--- config.mk ---
export PLATFORM = sky130hd
export DESIGN_NAME = sdram_sched_top
export DESIGN_NICKNAME = d
export VERILOG_FILES = /design/src/logic/sdram_sched_pkg.sv /design/src/logic/sdram_bank_if.sv /design/src/logic/sdram_bank_tracker.sv /design/src/logic/sdram_cmd_fsm.sv /design/src/logic/sdram_refresh_timer.sv /design/src/logic/sdram_sched_top.sv
export VERILOG_INCLUDE_DIRS = /design/src /design/src/logic
export SDC_FILE = /design/constraint.sdc
export NUM_CORES = 1
export LEC_CHECK = 0
export ABC_AREA = 1
export BUFFER_PORTS_ARGS = -buffer_cell sky130_fd_sc_hd__buf_2
export CAP_MARGIN = 30
export CELL_PAD_IN_SITES_DETAIL_PLACEMENT = 1
export CELL_PAD_IN_SITES_GLOBAL_PLACEMENT = 2
export CORE_MARGIN = 2
export CORE_UTILIZATION = 37
export DETAILED_ROUTE_END_ITERATION = 16
export PLACE_DENSITY = 0.83
export SYNTH_ARGS = -nofsm -noshare
export SYNTH_HDL_FRONTEND = slang
export SYNTH_SLANG_ARGS = --single-unit
--- constraint.sdc ---
create_clock -name clk_i -period 2.8 [get_ports clk_i]
set_input_delay 0.14 -clock clk_i [delete_from_list [all_inputs] [get_ports clk_i]]
set_output_delay 0.14 -clock clk_i [all_outputs]
set_load 0.05 [all_outputs]
--- src/logic/sdram_sched_settings.svh ---
// Width, timing limit and refresh interval macros for the SDRAM scheduler
`ifndef SDRAM_SCHED_SETTINGS_SVH
`define SDRAM_SCHED_SETTINGS_SVH

// SDRAM geometry
`define SDRAM_BA_BITS   2
`define SDRAM_ROW_BITS  13
`define SDRAM_COL_BITS  9
`define SDRAM_ADDR_BITS 13

// Bank timing limits, in clock cycles on the command bus
`define T_RCD_CYC 2
`define T_RP_CYC  2
`define T_RAS_CYC 5
`define T_RC_CYC  7

// Auto-refresh interval and forced-refresh threshold
`define T_REFI_CYC 200
`define REF_URGENT 4

// Counter widths
`define TIMER_BITS   4
`define REF_CNT_BITS 16

`endif

--- src/logic/sdram_sched_pkg.sv ---
// Shared vector types and command/state enums of the SDRAM scheduler
`default_nettype none

`include "sdram_sched_settings.svh"

package sdram_sched_pkg;

  // Request and bus fields
  typedef logic [`SDRAM_BA_BITS-1:0]        bank_t;
  typedef logic [`SDRAM_ROW_BITS-1:0]       row_t;
  typedef logic [`SDRAM_COL_BITS-1:0]       col_t;
  typedef logic [`SDRAM_ADDR_BITS-1:0]      sdram_addr_t;

  // One bit per bank
  typedef logic [(1 << `SDRAM_BA_BITS)-1:0] bank_mask_t;

  // Encoded as {RAS_n, CAS_n, WE_n}
  typedef enum logic [2:0] {
    CMD_NOP = 3'b111,
    CMD_ACT = 3'b011,
    CMD_RD  = 3'b101,
    CMD_WR  = 3'b100,
    CMD_PRE = 3'b010,
    CMD_REF = 3'b001
  } sdram_cmd_e;

  typedef enum logic {
    SCHED_RUN      = 1'b0,
    SCHED_REF_WAIT = 1'b1
  } sched_state_e;

endpackage

`default_nettype wire

--- src/logic/sdram_bank_if.sv ---
// Scheduler to bank tracker interface with its two modports
`default_nettype none

interface sdram_bank_if;
  import sdram_sched_pkg::*;

  localparam int NBANKS = $bits(bank_mask_t);

  // Command strobes are high in the cycle the command is registered
  logic       cmd_act;
  logic       cmd_pre;
  logic       cmd_pre_all;
  logic       cmd_ref;
  bank_t      cmd_ba;
  row_t       cmd_row;

  // Bank state as seen by the scheduler
  bank_mask_t bank_open;
  row_t       open_row [NBANKS];
  bank_mask_t act_ready;
  bank_mask_t rw_ready;
  bank_mask_t pre_ready;
  logic       all_closed_ready;

  modport scheduler (
    output cmd_act, cmd_pre, cmd_pre_all, cmd_ref, cmd_ba, cmd_row,
    input  bank_open, open_row, act_ready, rw_ready, pre_ready, all_closed_ready
  );

  modport tracker (
    input  cmd_act, cmd_pre, cmd_pre_all, cmd_ref, cmd_ba, cmd_row,
    output bank_open, open_row, act_ready, rw_ready, pre_ready, all_closed_ready
  );

endinterface

`default_nettype wire

--- src/logic/sdram_bank_tracker.sv ---
// Bank tracker with open rows, per-bank tRCD/tRP/tRAS timers and global tRC timer
`default_nettype none

`include "sdram_sched_settings.svh"

module sdram_bank_tracker (
  input  logic          clk_i,
  input  logic          rst_ni,
  sdram_bank_if.tracker bank
);
  import sdram_sched_pkg::*;

  localparam int NBANKS = $bits(bank_mask_t);
  localparam int TW     = `TIMER_BITS;

  // Counters reach zero one cycle before the next command may be decided
  localparam logic [TW-1:0] TRCD_LOAD = TW'(`T_RCD_CYC - 1);
  localparam logic [TW-1:0] TRP_LOAD  = TW'(`T_RP_CYC - 1);
  localparam logic [TW-1:0] TRAS_LOAD = TW'(`T_RAS_CYC - 1);
  localparam logic [TW-1:0] TRC_LOAD  = TW'(`T_RC_CYC - 1);

  logic [TW-1:0] trcd_cnt [NBANKS];
  logic [TW-1:0] trp_cnt  [NBANKS];
  logic [TW-1:0] tras_cnt [NBANKS];
  logic [TW-1:0] trc_cnt;
  bank_mask_t    act_ld;
  bank_mask_t    pre_ld;
  bank_mask_t    trp_done;

  // Load or count down to zero and hold
  function automatic logic [TW-1:0] tick(input logic          load,
                                         input logic [TW-1:0] load_val,
                                         input logic [TW-1:0] cnt);
    logic [TW-1:0] nxt;
    nxt = cnt;
    if (load)
      nxt = load_val;
    else if (cnt != '0)
      nxt = cnt - 1'b1;
    return nxt;
  endfunction

  ////////////////////
  // Strobe decode
  ////////////////////
  always_comb
  begin
    act_ld = '0;
    pre_ld = '0;
    if (bank.cmd_act)
      act_ld[bank.cmd_ba] = 1'b1;
    if (bank.cmd_pre)
      pre_ld[bank.cmd_ba] = 1'b1;
    // PRE-all closes every bank
    if (bank.cmd_pre_all)
      pre_ld = '1;
  end

  ////////////////////
  // Bank status and timers
  ////////////////////
  always_ff @(posedge clk_i or negedge rst_ni)
  begin
    if (!rst_ni)
    begin
      bank.bank_open <= '0;
      trc_cnt        <= '0;
      for (int b = 0; b < NBANKS; b++)
      begin
        trcd_cnt[b] <= '0;
        trp_cnt[b]  <= '0;
        tras_cnt[b] <= '0;
      end
    end
    else
    begin
      bank.bank_open <= (bank.bank_open | act_ld) & ~pre_ld;
      // ACT-to-ACT and REF-to-ACT/REF share one counter
      trc_cnt        <= tick(bank.cmd_act | bank.cmd_ref, TRC_LOAD, trc_cnt);
      for (int b = 0; b < NBANKS; b++)
      begin
        trcd_cnt[b] <= tick(act_ld[b], TRCD_LOAD, trcd_cnt[b]);
        tras_cnt[b] <= tick(act_ld[b], TRAS_LOAD, tras_cnt[b]);
        trp_cnt[b]  <= tick(pre_ld[b], TRP_LOAD, trp_cnt[b]);
      end
    end
  end

  // Open row per bank is valid only while the bank is open
  always_ff @(posedge clk_i)
  begin
    if (bank.cmd_act)
      bank.open_row[bank.cmd_ba] <= bank.cmd_row;
  end

  ////////////////////
  // Ready masks
  ////////////////////
  always_comb
  begin
    for (int b = 0; b < NBANKS; b++)
    begin
      trp_done[b]       = (trp_cnt[b] == '0);
      bank.act_ready[b] = trp_done[b] && (trc_cnt == '0);
      bank.rw_ready[b]  = (trcd_cnt[b] == '0);
      bank.pre_ready[b] = (tras_cnt[b] == '0);
    end
  end

  assign bank.all_closed_ready = ~|bank.bank_open && (&trp_done) && (trc_cnt == '0);

endmodule

`default_nettype wire

--- src/logic/sdram_cmd_fsm.sv ---
// Command FSM that picks ACT/PRE/RD/WR/REF and registers the SDRAM command bus
`default_nettype none

module sdram_cmd_fsm (
  input  logic                        clk_i,
  input  logic                        rst_ni,
  input  logic                        req_i,
  input  logic                        we_i,
  input  sdram_sched_pkg::bank_t      req_ba_i,
  input  sdram_sched_pkg::row_t       req_row_i,
  input  sdram_sched_pkg::col_t       req_col_i,
  output logic                        ack_o,
  output sdram_sched_pkg::sdram_cmd_e cmd_o,
  output sdram_sched_pkg::bank_t      ba_o,
  output sdram_sched_pkg::sdram_addr_t addr_o,
  input  logic                        ref_pending_i,
  input  logic                        ref_urgent_i,
  output logic                        ref_done_o,
  sdram_bank_if.scheduler             bank
);
  import sdram_sched_pkg::*;

  sched_state_e state_q, state_d;
  sdram_cmd_e   cmd_q, cmd_d;
  bank_t        ba_q, ba_d;
  sdram_addr_t  addr_q, addr_d;
  logic         ack_q;
  logic         req_vld;
  logic         row_hit;
  logic         ref_go;
  logic         open_pre_ok;
  logic         do_act, do_pre, do_pre_all, do_ref, do_rw;

  // Request already served while ack_o is high
  assign req_vld     = req_i & ~ack_q;
  assign row_hit     = bank.bank_open[req_ba_i] && (bank.open_row[req_ba_i] == req_row_i);
  // Refresh goes when urgent or when no request waits
  assign ref_go      = ref_urgent_i | (ref_pending_i & ~req_vld);
  assign open_pre_ok = &(bank.pre_ready | ~bank.bank_open);

  ////////////////////
  // Decision
  ////////////////////
  always_comb
  begin
    state_d    = state_q;
    do_act     = 1'b0;
    do_pre     = 1'b0;
    do_pre_all = 1'b0;
    do_ref     = 1'b0;
    do_rw      = 1'b0;
    case (state_q)
      SCHED_RUN:
      begin
        if (ref_go)
        begin
          if (bank.all_closed_ready)
            do_ref = 1'b1;
          else if (|bank.bank_open && open_pre_ok)
          begin
            do_pre_all = 1'b1;
            state_d    = SCHED_REF_WAIT;
          end
        end
        else if (req_vld)
        begin
          // Open the bank on the right row and then access it
          if (!bank.bank_open[req_ba_i])
            do_act = bank.act_ready[req_ba_i];
          else if (!row_hit)
            do_pre = bank.pre_ready[req_ba_i];
          else
            do_rw = bank.rw_ready[req_ba_i];
        end
      end
      SCHED_REF_WAIT:
      begin
        if (bank.all_closed_ready)
        begin
          do_ref  = 1'b1;
          state_d = SCHED_RUN;
        end
      end
      default: state_d = SCHED_RUN;
    endcase
  end

  // Command bus encoding
  always_comb
  begin
    cmd_d  = CMD_NOP;
    ba_d   = req_ba_i;
    addr_d = '0;
    if (do_ref)
    begin
      cmd_d = CMD_REF;
      ba_d  = '0;
    end
    else if (do_pre_all)
    begin
      cmd_d      = CMD_PRE;
      ba_d       = '0;
      addr_d[10] = 1'b1;
    end
    else if (do_pre)
      cmd_d = CMD_PRE;
    else if (do_act)
    begin
      cmd_d  = CMD_ACT;
      addr_d = sdram_addr_t'(req_row_i);
    end
    else if (do_rw)
    begin
      cmd_d                        = we_i ? CMD_WR : CMD_RD;
      // Bit 10 stays low for no auto-precharge
      addr_d[$bits(col_t)-1:0] = req_col_i;
    end
  end

  // Strobes to the tracker and refresh timer
  assign bank.cmd_act     = do_act;
  assign bank.cmd_pre     = do_pre;
  assign bank.cmd_pre_all = do_pre_all;
  assign bank.cmd_ref     = do_ref;
  assign bank.cmd_ba      = req_ba_i;
  assign bank.cmd_row     = req_row_i;
  assign ref_done_o       = do_ref;

  ////////////////////
  // Output registers
  ////////////////////
  always_ff @(posedge clk_i or negedge rst_ni)
  begin
    if (!rst_ni)
    begin
      state_q <= SCHED_RUN;
      cmd_q   <= CMD_NOP;
      ack_q   <= 1'b0;
    end
    else
    begin
      state_q <= state_d;
      cmd_q   <= cmd_d;
      ack_q   <= do_rw;
    end
  end

  // Bank and address only change with a real command
  always_ff @(posedge clk_i)
  begin
    if (cmd_d != CMD_NOP)
    begin
      ba_q   <= ba_d;
      addr_q <= addr_d;
    end
  end

  assign cmd_o  = cmd_q;
  assign ba_o   = ba_q;
  assign addr_o = addr_q;
  assign ack_o  = ack_q;

endmodule

`default_nettype wire

--- src/logic/sdram_refresh_timer.sv ---
// Refresh interval counter and pending-refresh bookkeeping
`default_nettype none

`include "sdram_sched_settings.svh"

module sdram_refresh_timer (
  input  logic clk_i,
  input  logic rst_ni,
  input  logic ref_done_i,
  output logic ref_pending_o,
  output logic ref_urgent_o
);

  localparam int RW = `REF_CNT_BITS;
  // One spare bit above the urgent level
  localparam int PW = $clog2(`REF_URGENT + 1) + 1;

  localparam logic [RW-1:0] REFI_LOAD  = RW'(`T_REFI_CYC - 1);
  localparam logic [PW-1:0] URGENT_LVL = PW'(`REF_URGENT);

  logic [RW-1:0] refi_cnt;
  logic          refi_expired;
  logic [PW-1:0] pend_cnt;

  assign refi_expired = (refi_cnt == '0);

  // Free-running interval with one expiry every T_REFI_CYC cycles
  always_ff @(posedge clk_i or negedge rst_ni)
  begin
    if (!rst_ni)
      refi_cnt <= REFI_LOAD;
    else if (refi_expired)
      refi_cnt <= REFI_LOAD;
    else
      refi_cnt <= refi_cnt - 1'b1;
  end

  // Expiry and REF in one cycle cancel out
  always_ff @(posedge clk_i or negedge rst_ni)
  begin
    if (!rst_ni)
      pend_cnt <= '0;
    else
    begin
      case ({refi_expired, ref_done_i})
        2'b10:   pend_cnt <= pend_cnt + 1'b1;
        2'b01:   pend_cnt <= (pend_cnt != '0) ? pend_cnt - 1'b1 : pend_cnt;
        default: pend_cnt <= pend_cnt;
      endcase
    end
  end

  assign ref_pending_o = (pend_cnt != '0);
  assign ref_urgent_o  = (pend_cnt >= URGENT_LVL);

endmodule

`default_nettype wire

--- src/logic/sdram_sched_top.sv ---
// SDRAM command scheduler top: bank tracker, refresh timer and command FSM
`default_nettype none

module sdram_sched_top (
  input  logic                         clk_i,
  input  logic                         rst_ni,

  // Requester side
  input  logic                         req_i,
  input  logic                         we_i,
  input  sdram_sched_pkg::bank_t       req_ba_i,
  input  sdram_sched_pkg::row_t        req_row_i,
  input  sdram_sched_pkg::col_t        req_col_i,
  output logic                         ack_o,

  // SDRAM command bus, registered
  output sdram_sched_pkg::sdram_cmd_e  cmd_o,
  output sdram_sched_pkg::bank_t       ba_o,
  output sdram_sched_pkg::sdram_addr_t addr_o
);

  logic ref_pending;
  logic ref_urgent;
  logic ref_done;

  sdram_bank_if bank_if ();

  ////////////////////
  // Bank state
  ////////////////////
  sdram_bank_tracker u_bank_tracker (
    .clk_i  (clk_i),
    .rst_ni (rst_ni),
    .bank   (bank_if.tracker)
  );

  // Refresh scheduling
  sdram_refresh_timer u_refresh_timer (
    .clk_i         (clk_i),
    .rst_ni        (rst_ni),
    .ref_done_i    (ref_done),
    .ref_pending_o (ref_pending),
    .ref_urgent_o  (ref_urgent)
  );

  ////////////////////
  // Command selection
  ////////////////////
  sdram_cmd_fsm u_cmd_fsm (
    .clk_i         (clk_i),
    .rst_ni        (rst_ni),
    .req_i         (req_i),
    .we_i          (we_i),
    .req_ba_i      (req_ba_i),
    .req_row_i     (req_row_i),
    .req_col_i     (req_col_i),
    .ack_o         (ack_o),
    .cmd_o         (cmd_o),
    .ba_o          (ba_o),
    .addr_o        (addr_o),
    .ref_pending_i (ref_pending),
    .ref_urgent_i  (ref_urgent),
    .ref_done_o    (ref_done),
    .bank          (bank_if.scheduler)
  );

endmodule

`default_nettype wire

[After elaboration in Yosys (flattened, before gate mapping)]
Cells that the tools add are included.
Cells by class
  add/subtract/negate cells: 16
  $lt $le $gt $ge: 5
  equality and inequality tests: 5
  mux-type cells: 82
  bitwise operators: 14
  reduce and logical (&&, ||, !) cells: 60
Operators by type and width (count)
  $mux 4: 30
  $reduce_bool 4->1: 14
  $sub 4x1->4 const B: 14
  $bwmux 52: 1
  $logic_not 4->1: 13
  $mux 13: 3
  $mux 1: 28
  $reduce_bool 2->1: 14
  $bmux 13 s2: 1
  $demux 13 s2: 1
  $mux 9: 2
  $logic_not 16->1: 1
  $mux 16: 1
  $sub 16x1->16 const B: 1
  $mux 3: 5
  $eq 13x13->1: 1
  $mux 11: 1
  $logic_and 1x1->1: 10
  $bmux 1 s2: 4
  $not 4->4: 2
  $or 4x4->4: 2
  $pmux 4 s2: 1
  $reduce_and 4->1: 2
  $reduce_or 4->1: 2
  other kinds (22): 28
Storage, ports and cells
  bits in registers: 148
  input port bits: 28
  word-level logic and storage cells: 209

[Longest topological paths before layout]
Gate-level depths: netlist of run 1.
  word-level depth: 17
  depth in mapped cells: 18
  gate-level depth less buffers: 18

[Cells and area by module]
From an unflattened synthesis of run 1, not the netlist that was laid out.
Second synthesis, totals
  cell total of the unflattened synthesis: 870
  area, all modules: 7559.8 um2
Modules (own cells, without submodules)
  sdram_bank_tracker: times used 1, cells an instance 432, area an instance 4544.4 um2, sequential area each 2962.8 um2
  sdram_cmd_fsm: times used 1, cells an instance 295, area an instance 1849.3 um2, sequential area each 579.3 um2
  sdram_refresh_timer: times used 1, cells an instance 143, area an instance 1166.1 um2, sequential area each 506.7 um2

[Worst setup path before layout of run 1]
OpenSTA, ideal clock, no wires.
  path type: reg2reg
  start point: register u_bank_tracker.trp_cnt[0] in the netlist's numbering
  end point: register u_refresh_timer.pend_cnt[3]
  data arrival time: 2477 ps
  path slack: 206 ps
  stages on the path, launching flop included: 19
  buffers on the path: 0
  clock period less this slack: 2594 ps
  cell sequence: dfrtp_1 inv_1 ha_1 nand2_1 nor2_1 inv_1 nor2_1 nand4_1 nor2_1 inv_1 nor2_1 ha_1 nand2_1 nor2_1 a211oi_1 nand3b_1 nand3_1 nand2_1 nand2_1
On the way
  cells in the longest elaborated chain, start to end: 10
  elaborated cells on any way between the ends: 13
RTL lines
  start, declared: line sdram_bank_tracker.sv:23  | logic [TW-1:0] trp_cnt [NBANKS];
  start signal, assigned by index: line sdram_bank_tracker.sv:84  | trp_cnt[b] <= tick(pre_ld[b], TRP_LOAD, trp_cnt[b]);
  $logic_not 4->1 (*): line sdram_bank_tracker.sv:103  | trp_done[b] = (trp_cnt[b] == '0);
  $reduce_and 4->1 (*): line sdram_bank_tracker.sv:110  | assign bank.all_closed_ready = ~|bank.bank_open && (&trp_done) && (trc_cnt == '0);
  $logic_and 1x1->1 (*) (2 in series): line sdram_bank_tracker.sv:110
  $mux 1 (*): line sdram_cmd_fsm.sv:57, sdram_cmd_fsm.sv:78
  $mux 1: line sdram_cmd_fsm.sv:55  | if (ref_go)
  $pmux 1 s2 (*): line sdram_cmd_fsm.sv:52  | case (state_q)
  $eq 2x1->1 / $eq 2x2->1 (equally long branches): line sdram_refresh_timer.sv:45  | case ({refi_expired, ref_done_i})
  $ne 2x1->1 (no line) / $reduce_bool 2->1 (equally long branches)
  $reduce_and 2->1 (no line)
  end signal, assigned: line sdram_refresh_timer.sv:46  | 2'b10: pend_cnt <= pend_cnt + 1'b1;
  end signal, assigned: line sdram_refresh_timer.sv:47  | 2'b01: pend_cnt <= (pend_cnt != '0) ? pend_cnt - 1'b1 : pend_cnt;
  end signal, assigned: line sdram_refresh_timer.sv:48  | default: pend_cnt <= pend_cnt;
  end, declared: line sdram_refresh_timer.sv:23  | logic [PW-1:0] pend_cnt;
Every way passes the cells marked *; elsewhere a longest branch is shown, timed or not.
A chain may end at the register's enable or synchronous reset.

[Worst setup path in the final report of run 1]
  start point: register u_refresh_timer.pend_cnt[2]
  end point: register u_bank_tracker.bank.open_row[19] (enable)
On the way
  cells in the longest elaborated chain, start to end: 5
  elaborated cells on any way between the ends: 6
RTL lines
  branches (longest 2 deep; another with $ge 4x3->1)
  $or 1x1->1 (*): line sdram_cmd_fsm.sv:38  | assign ref_go = ref_urgent_i | (ref_pending_i & ~req_vld);
  $mux 1 (*): line sdram_cmd_fsm.sv:55
  $mux 1 (*): line sdram_cmd_fsm.sv:52
  end signal, assigned by index: line sdram_bank_tracker.sv:93  | bank.open_row[bank.cmd_ba] <= bank.cmd_row;
  end, declared: line sdram_bank_if.sv:32  | output bank_open, open_row, act_ready, rw_ready, pre_ready, all_closed_ready
Mark *: on every way between the ends.

==> summary.txt, run 1 <==
Critical path
  – Setup crit end kind: flop
  – CP required: 2.92 ns
  – CP Class: flop to flop
  – Startpoint class of the critical path: flop
  – Data arrival, critical path: 2.71 ns
  – CP max FO: 13

Timing
  – Final Hold Vio Count: 0
  – RSZ-0062 raised after global routing: no
  – FMAX: 0.385 GHz
  – Worst-margin pin slew: 0.624 ns
  – Worst-case clock skew: 0.00711 ns
  – Hold WS: 0.0455 ns
  – Final worst path period share: 92.7%
  – Final setup vio count: 0
  – Post-layout min period: 2.60 ns
  – Pins Over Slew Limit: 0
  – Final setup TNS: 0 ns
  – Worst slew margin: 58.4%

GRT
  – Gr usage total: 18.5%
  – Initial antenna violation count: 0
  – Vias in the first global route: 6,265
  – Gr ovfl total: 0
  – Largest net degree at the start of global routing: 47
  – First-pass GRT wire length: 31.6 mm

Placed design
  – PortBufs: 46
  – GPL Wtd Cong: 0.771
  – Placed Instance Area: 0.00818 mm²
  – Post-Place Cells: 1,209
  – Dpl hpwl: 13.2 mm

Routing
  – Met2 wire length: 9.03 mm
  – Wire per inst: 14.7 µm
  – DR WL met3: 584 µm
  – Vias: 5,936
  – Post-Route WL: 18.4 mm
  – DR vias/cell: 4.72
  – DR iter-0 viols: 225
  – Drt first pass iters: 4
  – DRC Markers: 0
  – Met1 wire length: 8.60 mm
  – Highest metal used: met4
  – DRT antenna net count: 0

Yosys
  – Cell variety after synth: 34
  – FFs w/ async S/R, synth: 54.7%
  – Seq/Total Area, Yosys: 54.1%
  – Post-synthesis cell count: 880
  – Syn Area/Cell: 8.51 µm²
  – Mapped cell area: 0.00749 mm²
  – Yosys reg bits: 148
  – Largest area contributor in the netlist: edfxtp_1
  – Ys flop type: dfrtp_1
  – Syn_nets: 931
  – Post-synth EDFFs: 67
  – Largest cells by area after synthesis: edfxtp_1 27%, dfrtp_1 24%, nand2_1 13%
  – Share of the synthesized area in the top cell type: 26.9%
  – Yosys warnings: 0

Power
  – Pint: 4.07 mW
  – Pwr/cell area: 630 mW/mm²
  – Worst VDD drop: 0.000500 V
  – Switching pwr: 1.59 mW
  – Switching Fraction: 28.1%
  – Reg power frac: 43.6%
  – Combinational Power Share: 14.0%
  – Pleak: 4.57 nW
  – Clk pwr share: 42.4%

Cells and area
  – Util after Layout: 44.8%
  – Share of cells above drive strength 1: 13.4%
  – N_diodes: 0
  – Syn-to-layout area delta: 20.0%
  – Final net count: 1,025
  – Final cell count without fillers: 1,257
  – Design area: 0.00898 mm²

Run status
  – Status: finished clean

Die
  – Die Ht: 146 µm
  – Initial Util: 37.4%
  – I/O pins: 47
  – Core area: 0.0200 mm²
  – Die footprint: 0.0214 mm²
  – Row count: 52
  – Die X: 146 µm

CTS
  – Clock Sinks: 148
  – CTS Buffer Depth: 2
  – Clk pin slew, worst setup/hold paths: 0.07 ns
  – CTS H-tree lvls: 4
  – CTS tree: done
  – Later-pin clock latency in the skew report: 0.43 ns
  – TritonCTS Buffers: 17
  – Root Buffer: clkbuf_16

Job
  – Max_cap viols: 0

Worst hold path
  – Worst hold path type: primary input to flop
==> power by group through the flow <==
stage          Combinational, mW  Sequential (mW)  Clock (mW)
2_1_floorplan              0.555             2.49           0
3_3_place_gp               0.762             2.51           0
3_5_place_dp               0.783             2.51           0
4_1_cts                    0.808             2.47        2.45
5_1_grt                    0.938             2.49        2.53
6_report                   0.792             2.47        2.40
==> registers in the layout, indices dropped and copies added, names as in the netlist, 3 cells and up <==
| signal | count |
|---|---|
| u_cmd_fsm.cmd_o | 3 |
| u_refresh_timer.pend_cnt | 4 |
| u_cmd_fsm.addr_o | 13 |
| u_bank_tracker.trp_cnt | 16 |
| u_refresh_timer.refi_cnt | 16 |
| u_bank_tracker.bank.bank_open | 4 |
| u_bank_tracker.tras_cnt | 16 |
| u_bank_tracker.bank.open_row | 52 |
| u_bank_tracker.trcd_cnt | 16 |
| u_bank_tracker.trc_cnt | 4 |
==> through the flow <==
step	setup slack, ns	power (mW)
after global routing	0.00177	5.96
after detailed placement	0.140	3.29
after global placement	0.216	3.27
final	0.203	5.66
after CTS	0.132	5.73
after floorplan	0.206	3.05
==> critical path, cell delays in order, from the launching register on <==
cell and delay [ns]:
dfrtp_1 0.43, nor2_1 0.14, nand3_1 0.13, a21oi_1 0.27, nand2_1 0.22, nor3_4 0.45
nand2_2 0.25, inv_1 0.12, buf_4 0.26
==> synth_stat cells, types with 2 or more instances <==
cell	instances
o22ai_1	8
inv_2	3
inv_1	143
xnor2_1	6
edfxtp_1	67
o211ai_1	3
nor3_1	15
ha_1	22
buf_4	3
a21oi_1	19
dfrtp_1	73
nand4_1	8
nand3b_1	4
nand2_2	5
clkbuf_1	2
nor3b_1	2
xor2_1	24
o21ai_0	27
buf_2	7
nand2_1	253
nand3_1	72
dfstp_2	8
o2111ai_1	3
nor2_1	93
==> cell type report <==
type	count	area, µm²
Clock buffer	17	425
Sequential cell	148	4050
Inverter	146	548
Multi-Input combinational cell	574	2860
Clock inverter	15	185
Timing Repair Buffer	87	578
Fill cell	2454	11100
Tap cell	270	338
==> per-layer routing <==
| layer | up-vias | GRT usage, % |
|---|---|---|
| met4 | 0 | 5.24 |
| met5 | - | 0 |
| met3 | 19 | 2.84 |
| met2 | 81 | 31.9 |
| met1 | 2860 | 24.4 |
| li1 | 2976 | - |
==> worst paths after layout <==
path | end | start | slack (ns) | cells past startpoint
setup / recovery | u_bank_tracker.bank.open_row[19] | u_refresh_timer.pend_cnt[2] | 0.20 | 8
hold / removal | u_cmd_fsm.addr_o[2] | req_col_i[2] | 0.05 | 3
setup reg to reg | u_bank_tracker.bank.open_row[19] | u_refresh_timer.pend_cnt[2] | 0.20 | 8
hold reg to reg | u_refresh_timer.refi_cnt[0] | u_refresh_timer.refi_cnt[0] | 0.45 | 1
max in group asynchronous | u_refresh_timer.refi_cnt[6] | rst_ni | 1.78 | 3
min in group asynchronous | u_refresh_timer.refi_cnt[11] | rst_ni | 0.26 | 2
==> what timing repair did <==
action / CTS / global route
endpoints found under the hold margin: 92 / 0
resized for setup: 0 / 8
hold buffers: 15 / 0
buffers inserted: 0 / 1
setup endpoints to repair: 0 / 1
==> placed cells by master (no fill, tap or decap), types with 2 or more instances in the layout <==
master / count
o211ai_1: 3
inv_6: 5
nand2_2: 5
inv_1: 142
nand2_1: 253
nand3_1: 72
buf_2: 45
nand3b_1: 4
dfrtp_1: 73
clkinv_4: 2
a21oi_1: 19
xnor2_1: 6
dlygate4sd3_1: 15
inv_8: 5
dfstp_2: 8
edfxtp_1: 67
nor3_2: 2
nor3b_1: 2
nor2_1: 90
clkbuf_16: 17
nor2_2: 3
o21ai_0: 27
o2111ai_1: 3
xor2_1: 24
nor3_1: 14
bufinv_16: 2
ha_1: 21
o22ai_1: 8
inv_2: 4
nand4_1: 8
buf_4: 27
==> cell families (layout without fill, tap and decap cells) <==
group | count (synthesis) | count (layout) | share of synthesized area (%)
AO/OA/AOI/OAI | 64 | 64 | 4.85
XOR/XNOR | 30 | 30 | 3.51
adder cells (fa/ha/maj) | 23 | 23 | 3.94
buffers and inverters | 158 | 265 | 8.19
flip-flops | 148 | 148 | 54.1
AND/OR/NAND/NOR | 457 | 457 | 25.4
No activity file was read; power rests on OpenSTA's default activity.
==> inputs of run 2 (changes only) <==
CORE_ASPECT_RATIO = 0.5   (was not set)
CORE_UTILIZATION = 38   (was 37)
CTS_CLUSTER_DIAMETER = 30   (was not set)
PLACE_DENSITY = 0.84   (was 0.83)
SYNTH_HIERARCHICAL = 1   (was not set)
==> run 2 against run 1 <==
Net effect: synthesized cell count is 1.1% lower; critical path type unchanged; worst setup slack gained 0.074 ns; non-clock buffer count shrank 1; fmax increased by 2.9%; clock-buffer cell count rose by 2; area after synthesis up 0.95%; clock skew up 0.0052 ns; design area down 1.5%; sequential share of layout area increased by 0.71 points; worst hold slack got worse by 0.034 ns; die area fell by 1.3%; via count grew 1.8%.
==> summary.txt, run 2 <==
Yosys
  – Yosys warnings: 6 (was 0)
  – Seq/Total Area, Yosys: 53.6% (was 54.1%)
  – Ys flop type: dfrtp_1 (unchanged)
  – Post-synth top cells: 237 x nand2_1, 105 x inv_1, 102 x nand3_1 (was 253 x nand2_1, 143 x inv_1, 93 x nor2_1)
  – Largest cells by area after synthesis: edfxtp_1 27%, dfrtp_1 24%, nand2_1 12% (was edfxtp_1 27%, dfrtp_1 24%, nand2_1 13%)
  – Share of the synthesized area in the top cell type: 26.6% (was 26.9%)
  – Post-synth EDFFs: 67 (unchanged)
  – Mapped cell area: 0.00756 mm² (was 0.00749 mm²)
  – Post-synthesis cell count: 870 (was 880)
  – FFs w/ async S/R, synth: 54.7% (unchanged)
  – Most frequent cell after synthesis: nand2_1 (unchanged)
  – Syn Area/Cell: 8.69 µm² (was 8.51 µm²)
  – Yosys reg bits: 148 (unchanged)
  – Largest area contributor in the netlist: edfxtp_1 (unchanged)
  – Syn_nets: 920 (was 931)
  – Cell variety after synth: 38 (was 34)

Cells and area
  – Share of cells above drive strength 1: 13.5% (was 13.4%)
  – Most frequent cells in the layout: 237 x nand2_1, 105 x inv_1, 101 x nand3_1, 95 x nor2_1, 73 x dfrtp_1 (was 253 x nand2_1, 142 x inv_1, 90 x nor2_1, 73 x dfrtp_1, 72 x nand3_1)
  – N_diodes: 0 (unchanged)
  – Area occupied by multi-input gates: 0.00288 mm² (was 0.00286 mm²)
  – Final net count: 997 (was 1,025)
  – Syn-to-layout area delta: 17.0% (was 20.0%)
  – Register Area: 0.00405 mm² (unchanged)
  – Max reg flops: 52 (unchanged)
  – Fill count: 2,333 (was 2,454)
  – Util after Layout: 45.5% (was 44.8%)
  – Most common cell after layout, fill and taps aside: nand2_1 (unchanged)
  – Top reg by flops: u_bank_tracker/bank.open_row (was u_bank_tracker.bank.open_row)

Die
  – Row count: 36 (was 52)
  – Initial Util: 38.9% (was 37.4%)
  – I/O pins: 47 (unchanged)
  – Die footprint: 0.0211 mm² (was 0.0214 mm²)
  – Die X: 203 µm (was 146 µm)
  – Die Ht: 104 µm (was 146 µm)
  – Core area: 0.0195 mm² (was 0.0200 mm²)

Power
  – Reg power frac: 41.4% (was 43.6%)
  – Worst VDD drop: 0.000487 V (was 0.000500 V)
  – Pint: 4.58 mW (was 4.07 mW)
  – Clk pwr share: 29.8% (was 42.4%)
  – Pleak: 4.10 nW (was 4.57 nW)
  – Combinational Power Share: 28.8% (was 14.0%)
  – Switching pwr: 2.48 mW (was 1.59 mW)
  – Pwr/cell area: 798 mW/mm² (was 630 mW/mm²)
  – Switching Fraction: 35.1% (was 28.1%)

Timing
  – Final worst path period share: 90.1% (was 92.7%)
  – Crit path setup slack, layout: 0.277 ns (was 0.203 ns)
  – Worst slew margin: 56.1% (was 58.4%)
  – Final setup vio count: 0 (unchanged)
  – Worst-margin pin slew: 0.658 ns (was 0.624 ns)
  – Final Hold Vio Count: 0 (unchanged)
  – Post-layout min period: 2.52 ns (was 2.60 ns)
  – Hold WS: 0.0114 ns (was 0.0455 ns)
  – Pins Over Slew Limit: 0 (unchanged)
  – FMAX: 0.396 GHz (was 0.385 GHz)
  – Worst-case clock skew: 0.0123 ns (was 0.00711 ns)

CTS
  – Post-CTS Setup Bufs: 0 (unchanged)
  – Clk pin slew, worst setup/hold paths: 0.07 ns (about the same)
  – Clock Sinks: 148 (unchanged)
  – CTS tree: done (unchanged)
  – Later-pin clock latency in the skew report: 0.43 ns (about the same)
  – CTS H-tree lvls: 4 (unchanged)
  – Root Buffer: clkbuf_16 (unchanged)
  – CTS Buffer Depth: 2 (unchanged)
  – TritonCTS Buffers: 17 (unchanged)

Placed design
  – Dpl hpwl: 13.8 mm (was 13.2 mm)
  – GPL Wtd Cong: 0.784 (was 0.771)
  – PortBufs: 46 (unchanged)
  – Pre-CTS WS: 0.167 ns (was 0.140 ns)

Routing
  – DRC Markers: 0 (unchanged)
  – Drt first pass iters: 4 (unchanged)
  – DRT antenna net count: 0 (unchanged)
  – DR vias/cell: 4.93 (was 4.72)
  – DR iter-0 viols: 216 (was 225)
  – Vias: 6,040 (was 5,936)
  – Post-Route WL: 19.4 mm (was 18.4 mm)
  – Wire per inst: 15.8 µm (was 14.7 µm)

GRT
  – Gr ovfl total: 0 (unchanged)
  – Vias in the first global route: 6,338 (was 6,265)
  – Largest net degree at the start of global routing: 49 (was 47)
  – First-pass GRT wire length: 32.0 mm (was 31.6 mm)
  – Initial antenna violation count: 1 (was 0)
  – Gr usage total: 19.4% (was 18.5%)

Critical path
  – Startpoint class of the critical path: flop (unchanged)
  – Setup crit end kind: flop (unchanged)
  – CP required: 3.11 ns (was 2.92 ns)
  – Data arrival, critical path: 2.83 ns (was 2.71 ns)
  – CP Class: flop to flop (unchanged)
  – CP max FO: 6 (was 13)

Run status
  – Status: finished clean (unchanged)

Job
  – Max_cap viols: 0 (unchanged)

Worst hold path
  – Worst hold path type: primary input to flop (unchanged)
==> run 2: changes by cell type after synthesis, moves of 8 or more <==
cell	previous run	this run
nand4_1	8	17
nand3_1	72	102
buf_4	3	18
o22ai_1	8	0
nand2_1	253	237
xor2_1	24	6
nor3_1	15	5
inv_1	143	105
==> run 2: final timing paths <==
check | from | to | slack (ns) | cells after the start
max | u_bank_tracker/trc_cnt[0] | u_refresh_timer/pend_cnt[2] | 0.28 | 17
min | we_i | u_cmd_fsm/cmd_o[0] | 0.01 | 4
max reg2reg | u_bank_tracker/trc_cnt[0] | u_refresh_timer/pend_cnt[2] | 0.28 | 17
min reg2reg | u_refresh_timer/refi_cnt[0] | u_refresh_timer/refi_cnt[0] | 0.45 | 1
max in group asynchronous | rst_ni | u_refresh_timer/refi_cnt[7] | 1.76 | 3
min in group asynchronous | rst_ni | u_refresh_timer/refi_cnt[10] | 0.28 | 2
==> run 2: cells by family after synthesis <==
group | share of synthesized area, %
compound gates | 4.20
buf+inv | 8.54
xor+xnor | 1.74
fa+ha+maj | 3.64
simple gates | 28.3
flops | 53.6
==> run 2: layout make-up <==
class                   instances  area share [%]
multi-input cells             584            32.5
clock buffers                  19            4.89
repair buffers                 86            7.19
flip-flops and latches        148            45.8
clock inverters                13            1.17
well taps                     266            3.76
inverters                     110            4.71
==> run 2: layer usage <==
metal / track usage, % / wire length [µm]
met5: 0 / 8
met4: 5.63 / 204
met3: 4.47 / 751
met2: 32.4 / 9340
met1: 25.3 / 9110
==> run 2: worst max-delay path, cell delays in order (launching register included) <==
cell	delay (ns)
dfrtp_1	0.38
inv_1	0.11
ha_1	0.24
nand3_2	0.18
nor2_2	0.17
inv_1	0.07
nor2_2	0.15
nand2_1	0.14
inv_1	0.15
nand2_1	0.12
nand2_1	0.10
nand2_1	0.06
inv_2	0.05
ha_1	0.14
inv_1	0.04
nand2_1	0.07
xor2_1	0.15
a21oi_1	0.08
==> run 2: repair_timing <==
action,in CTS,in global routing
resized for setup,0,3
setup endpoints to repair,0,20
hold endpoints to repair,100,0
hold buffers,21,0
==> run 2: power groups by stage <==
stage | clock, mW | sequential, mW | combinational, mW
2_1_floorplan | 0 | 2.90 | 1.52
3_3_place_gp | 0 | 2.94 | 1.87
3_5_place_dp | 0 | 2.96 | 1.99
4_1_cts | 2.17 | 2.92 | 2.05
5_1_grt | 2.25 | 2.98 | 2.36
6_report | 2.11 | 2.92 | 2.03
==> run 2: metrics by stage <==
| stage | instance area, µm² | setup TNS (ns) | std cells | power [mW] |
|---|---|---|---|---|
| after floorplan | 7560 | 0 | 870 | 4.42 |
| after global placement | 8090 | 0 | 1173 | 4.81 |
| after detailed placement | 8090 | 0 | 1173 | 4.95 |
| after CTS | 8840 | 0 | 1226 | 7.14 |
| after global routing | 8850 | -0.000566 | 1226 | 7.59 |
| final | 8850 | 0 | 1226 | 7.06 |
==> inputs of run 3 (changes only) <==
CORE_ASPECT_RATIO = 1.2   (was 0.5)
==> run 3 against run 2 <==
Net effect: via count shrank 1.6%; register-to-register slack worse by 0.06 ns; die area decreased by 0.30%; total power increased by 1.1%; clock skew is 0.00084 ns higher; sequential share of layout area down 0.17 points; worst setup slack worse by 0.062 ns; critical endpoint is now u_cmd_fsm/ba_o[1]; design area increased by 0.38%; combinational power shrank 2%; critical path depth down 6.
==> summary.txt, run 3 (synthesis results as in run 2) <==
CTS
  – CTS tree: done (unchanged)
  – CTS H-tree lvls: 4 (unchanged)
  – Root Buffer: clkbuf_16 (unchanged)
  – TritonCTS Buffers: 17 (unchanged)
  – Clk pin slew, worst setup/hold paths: 0.06 ns (was 0.07 ns)
  – Clock Sinks: 148 (unchanged)
  – Later-pin clock latency in the skew report: 0.43 ns (about the same)
  – CTS Buffer Depth: 2 (unchanged)

Timing
  – Worst-margin pin slew: 0.616 ns (was 0.658 ns)
  – Final worst path period share: 92.3% (was 90.1%)
  – Worst-case clock skew: 0.0132 ns (was 0.0123 ns)
  – Crit path setup slack, layout: 0.215 ns (was 0.277 ns)
  – Worst slew margin: 58.9% (was 56.1%)
  – Final Hold Vio Count: 0 (unchanged)
  – Final setup vio count: 0 (unchanged)
  – Pins Over Slew Limit: 0 (unchanged)
  – FMAX: 0.387 GHz (was 0.396 GHz)
  – Post-layout min period: 2.58 ns (was 2.52 ns)
  – Final setup TNS: 0 ns (unchanged)
  – RSZ-0062 raised after global routing: no

GRT
  – Vias in the first global route: 6,024 (was 6,338)
  – Gr usage total: 18.2% (was 19.4%)
  – Initial antenna violation count: 1 (unchanged)
  – Largest net degree at the start of global routing: 46 (was 49)
  – First-pass GRT wire length: 29.8 mm (was 32.0 mm)
  – Gr ovfl total: 0 (unchanged)

Critical path
  – Data arrival, critical path: 2.72 ns (was 2.83 ns)
  – Startpoint class of the critical path: flop (unchanged)
  – Setup crit end kind: flop (unchanged)
  – CP required: 2.93 ns (was 3.11 ns)
  – CP Class: flop to flop (unchanged)
  – CP max FO: 14 (was 6)

Routing
  – Drt first pass iters: 4 (unchanged)
  – DRT antenna net count: 0 (unchanged)
  – Post-Route WL: 18.3 mm (was 19.4 mm)
  – Wire per inst: 14.9 µm (was 15.8 µm)
  – Vias: 5,943 (was 6,040)
  – DR iter-0 viols: 312 (was 216)
  – DRC Markers: 0 (unchanged)
  – DR vias/cell: 4.85 (was 4.93)

Power
  – Worst VDD drop: 0.000453 V (was 0.000487 V)
  – Switching pwr: 2.45 mW (was 2.48 mW)
  – Reg power frac: 40.9% (was 41.4%)
  – Clk pwr share: 31.1% (was 29.8%)
  – Pwr/cell area: 804 mW/mm² (was 798 mW/mm²)
  – Pint: 4.69 mW (was 4.58 mW)
  – Switching Fraction: 34.3% (was 35.1%)
  – Combinational Power Share: 27.9% (was 28.8%)
  – Pleak: 4.14 nW (was 4.10 nW)

Cells and area
  – Final cell count without fillers: 1,226 (unchanged)
  – Top reg by flops: u_bank_tracker/bank.open_row (unchanged)
  – Syn-to-layout area delta: 17.5% (was 17.0%)
  – Share of cells above drive strength 1: 14.2% (was 13.5%)
  – Final net count: 1,001 (was 997)
  – Max reg flops: 52 (unchanged)
  – Most frequent cells in the layout: 236 x nand2_1, 103 x inv_1, 99 x nand3_1, 97 x nor2_1, 73 x dfrtp_1 (was 237 x nand2_1, 105 x inv_1, 101 x nand3_1, 95 x nor2_1, 73 x dfrtp_1)
  – Most common cell after layout, fill and taps aside: nand2_1 (unchanged)

Placed design
  – PortBufs: 46 (unchanged)
  – Dpl hpwl: 12.8 mm (was 13.8 mm)
  – Post-Place Cells: 1,168 (was 1,173)
  – GPL Wtd Cong: 0.736 (was 0.784)
  – Pre-CTS WS: 0.166 ns (was 0.167 ns)

Die
  – I/O pins: 47 (unchanged)
  – Initial Util: 38.7% (was 38.9%)
  – Die Ht: 159 µm (was 104 µm)
  – Die footprint: 0.0210 mm² (was 0.0211 mm²)
  – Die X: 133 µm (was 203 µm)
  – Row count: 56 (was 36)
  – Core area: 0.0195 mm² (about the same)

Run status
  – Status: finished clean (unchanged)

Worst hold path
  – Worst hold path type: primary input to flop (unchanged)

Job
  – Max_cap viols: 0 (unchanged)
-- run 3: changes by cell type in the layout (fill, tap and decap cells not counted), sizes merged --
cell	change
dlygate4sd3	+2
bufinv	+1
inv	+5
clkinvlp	-4
clkbuf	-2
buf	+2
diode	+1
-- run 3: layout make-up --
| class | count | area (µm²) |
|---|---|---|
| tap | 261 | 327 |
| clock buffer | 17 | 425 |
| clock inverter | 15 | 144 |
| antenna | 1 | 2.50 |
| inverter | 110 | 417 |
| fill | 2319 | 10700 |
| timing repair buffer | 90 | 633 |
| multi-input combinational | 584 | 2880 |
| sequential | 148 | 4050 |
-- run 3: path summary, 6_finish.rpt --
| check | endpoint | cells after the start | from | slack (ns) |
|---|---|---|---|---|
| max in group asynchronous | u_refresh_timer/refi_cnt[6] | 3 | rst_ni | 1.79 |
| setup / recovery | u_cmd_fsm/ba_o[1] | 11 | u_bank_tracker/trc_cnt[0] | 0.22 |
| setup reg to reg | u_cmd_fsm/ba_o[1] | 11 | u_bank_tracker/trc_cnt[0] | 0.22 |
| min in group asynchronous | u_refresh_timer/refi_cnt[15] | 2 | rst_ni | 0.27 |
| hold / removal | u_cmd_fsm/addr_o[2] | 3 | req_col_i[2] | 0.1 |
| hold reg to reg | u_refresh_timer/refi_cnt[0] | 1 | u_refresh_timer/refi_cnt[0] | 0.45 |
-- run 3: power groups by stage --
stage / Combinational (mW) / Clock (mW) / Sequential, mW
4_1_cts: 2.01 / 2.29 / 2.92
6_report: 1.99 / 2.22 / 2.92
3_3_place_gp: 1.90 / 0 / 2.95
3_5_place_dp: 1.96 / 0 / 2.96
2_1_floorplan: 1.52 / 0 / 2.90
5_1_grt: 2.34 / 2.37 / 2.97
-- run 3: stage by stage --
stage                     total power, mW  utilization (%)  instance area (µm²)  hold slack (ns)
after floorplan                      4.42                -                 7560           -0.156
after global placement               4.85             41.2                 8050            0.196
after detailed placement             4.92             41.2                 8050            0.204
after CTS                            7.22             45.2                 8840           0.0568
after global routing                 7.69             45.4                 8880           0.0911
final                                7.14             45.4                 8880           0.0998
-- run 3: critical path, stage by stage, from the launching register on --
cell and delay (ns):
dfrtp_1 0.40, inv_1 0.10, ha_1 0.23, nand3_2 0.15
nor2_1 0.16, nand2_1 0.07, nand3_1 0.08, nand4_1 0.10
nor2_1 0.41, inv_1 0.19, nand4_1 0.22, buf_12 0.18
-- run 3: metal layers --
| layer | track usage, % | wire length (µm) |
|---|---|---|
| met5 | 0 | 0 |
| met4 | 5.58 | 262 |
| met3 | 4.46 | 559 |
| met2 | 32.3 | 9230 |
| met1 | 21.9 | 8260 |
-- run 3: repair_timing --
action                                 in CTS  in global routing
hold buffers                               23                  0
buffers inserted                            0                  2
endpoints found under the hold margin      95                  0
setup endpoints to repair                   0                 59
resized for setup                           0                  6
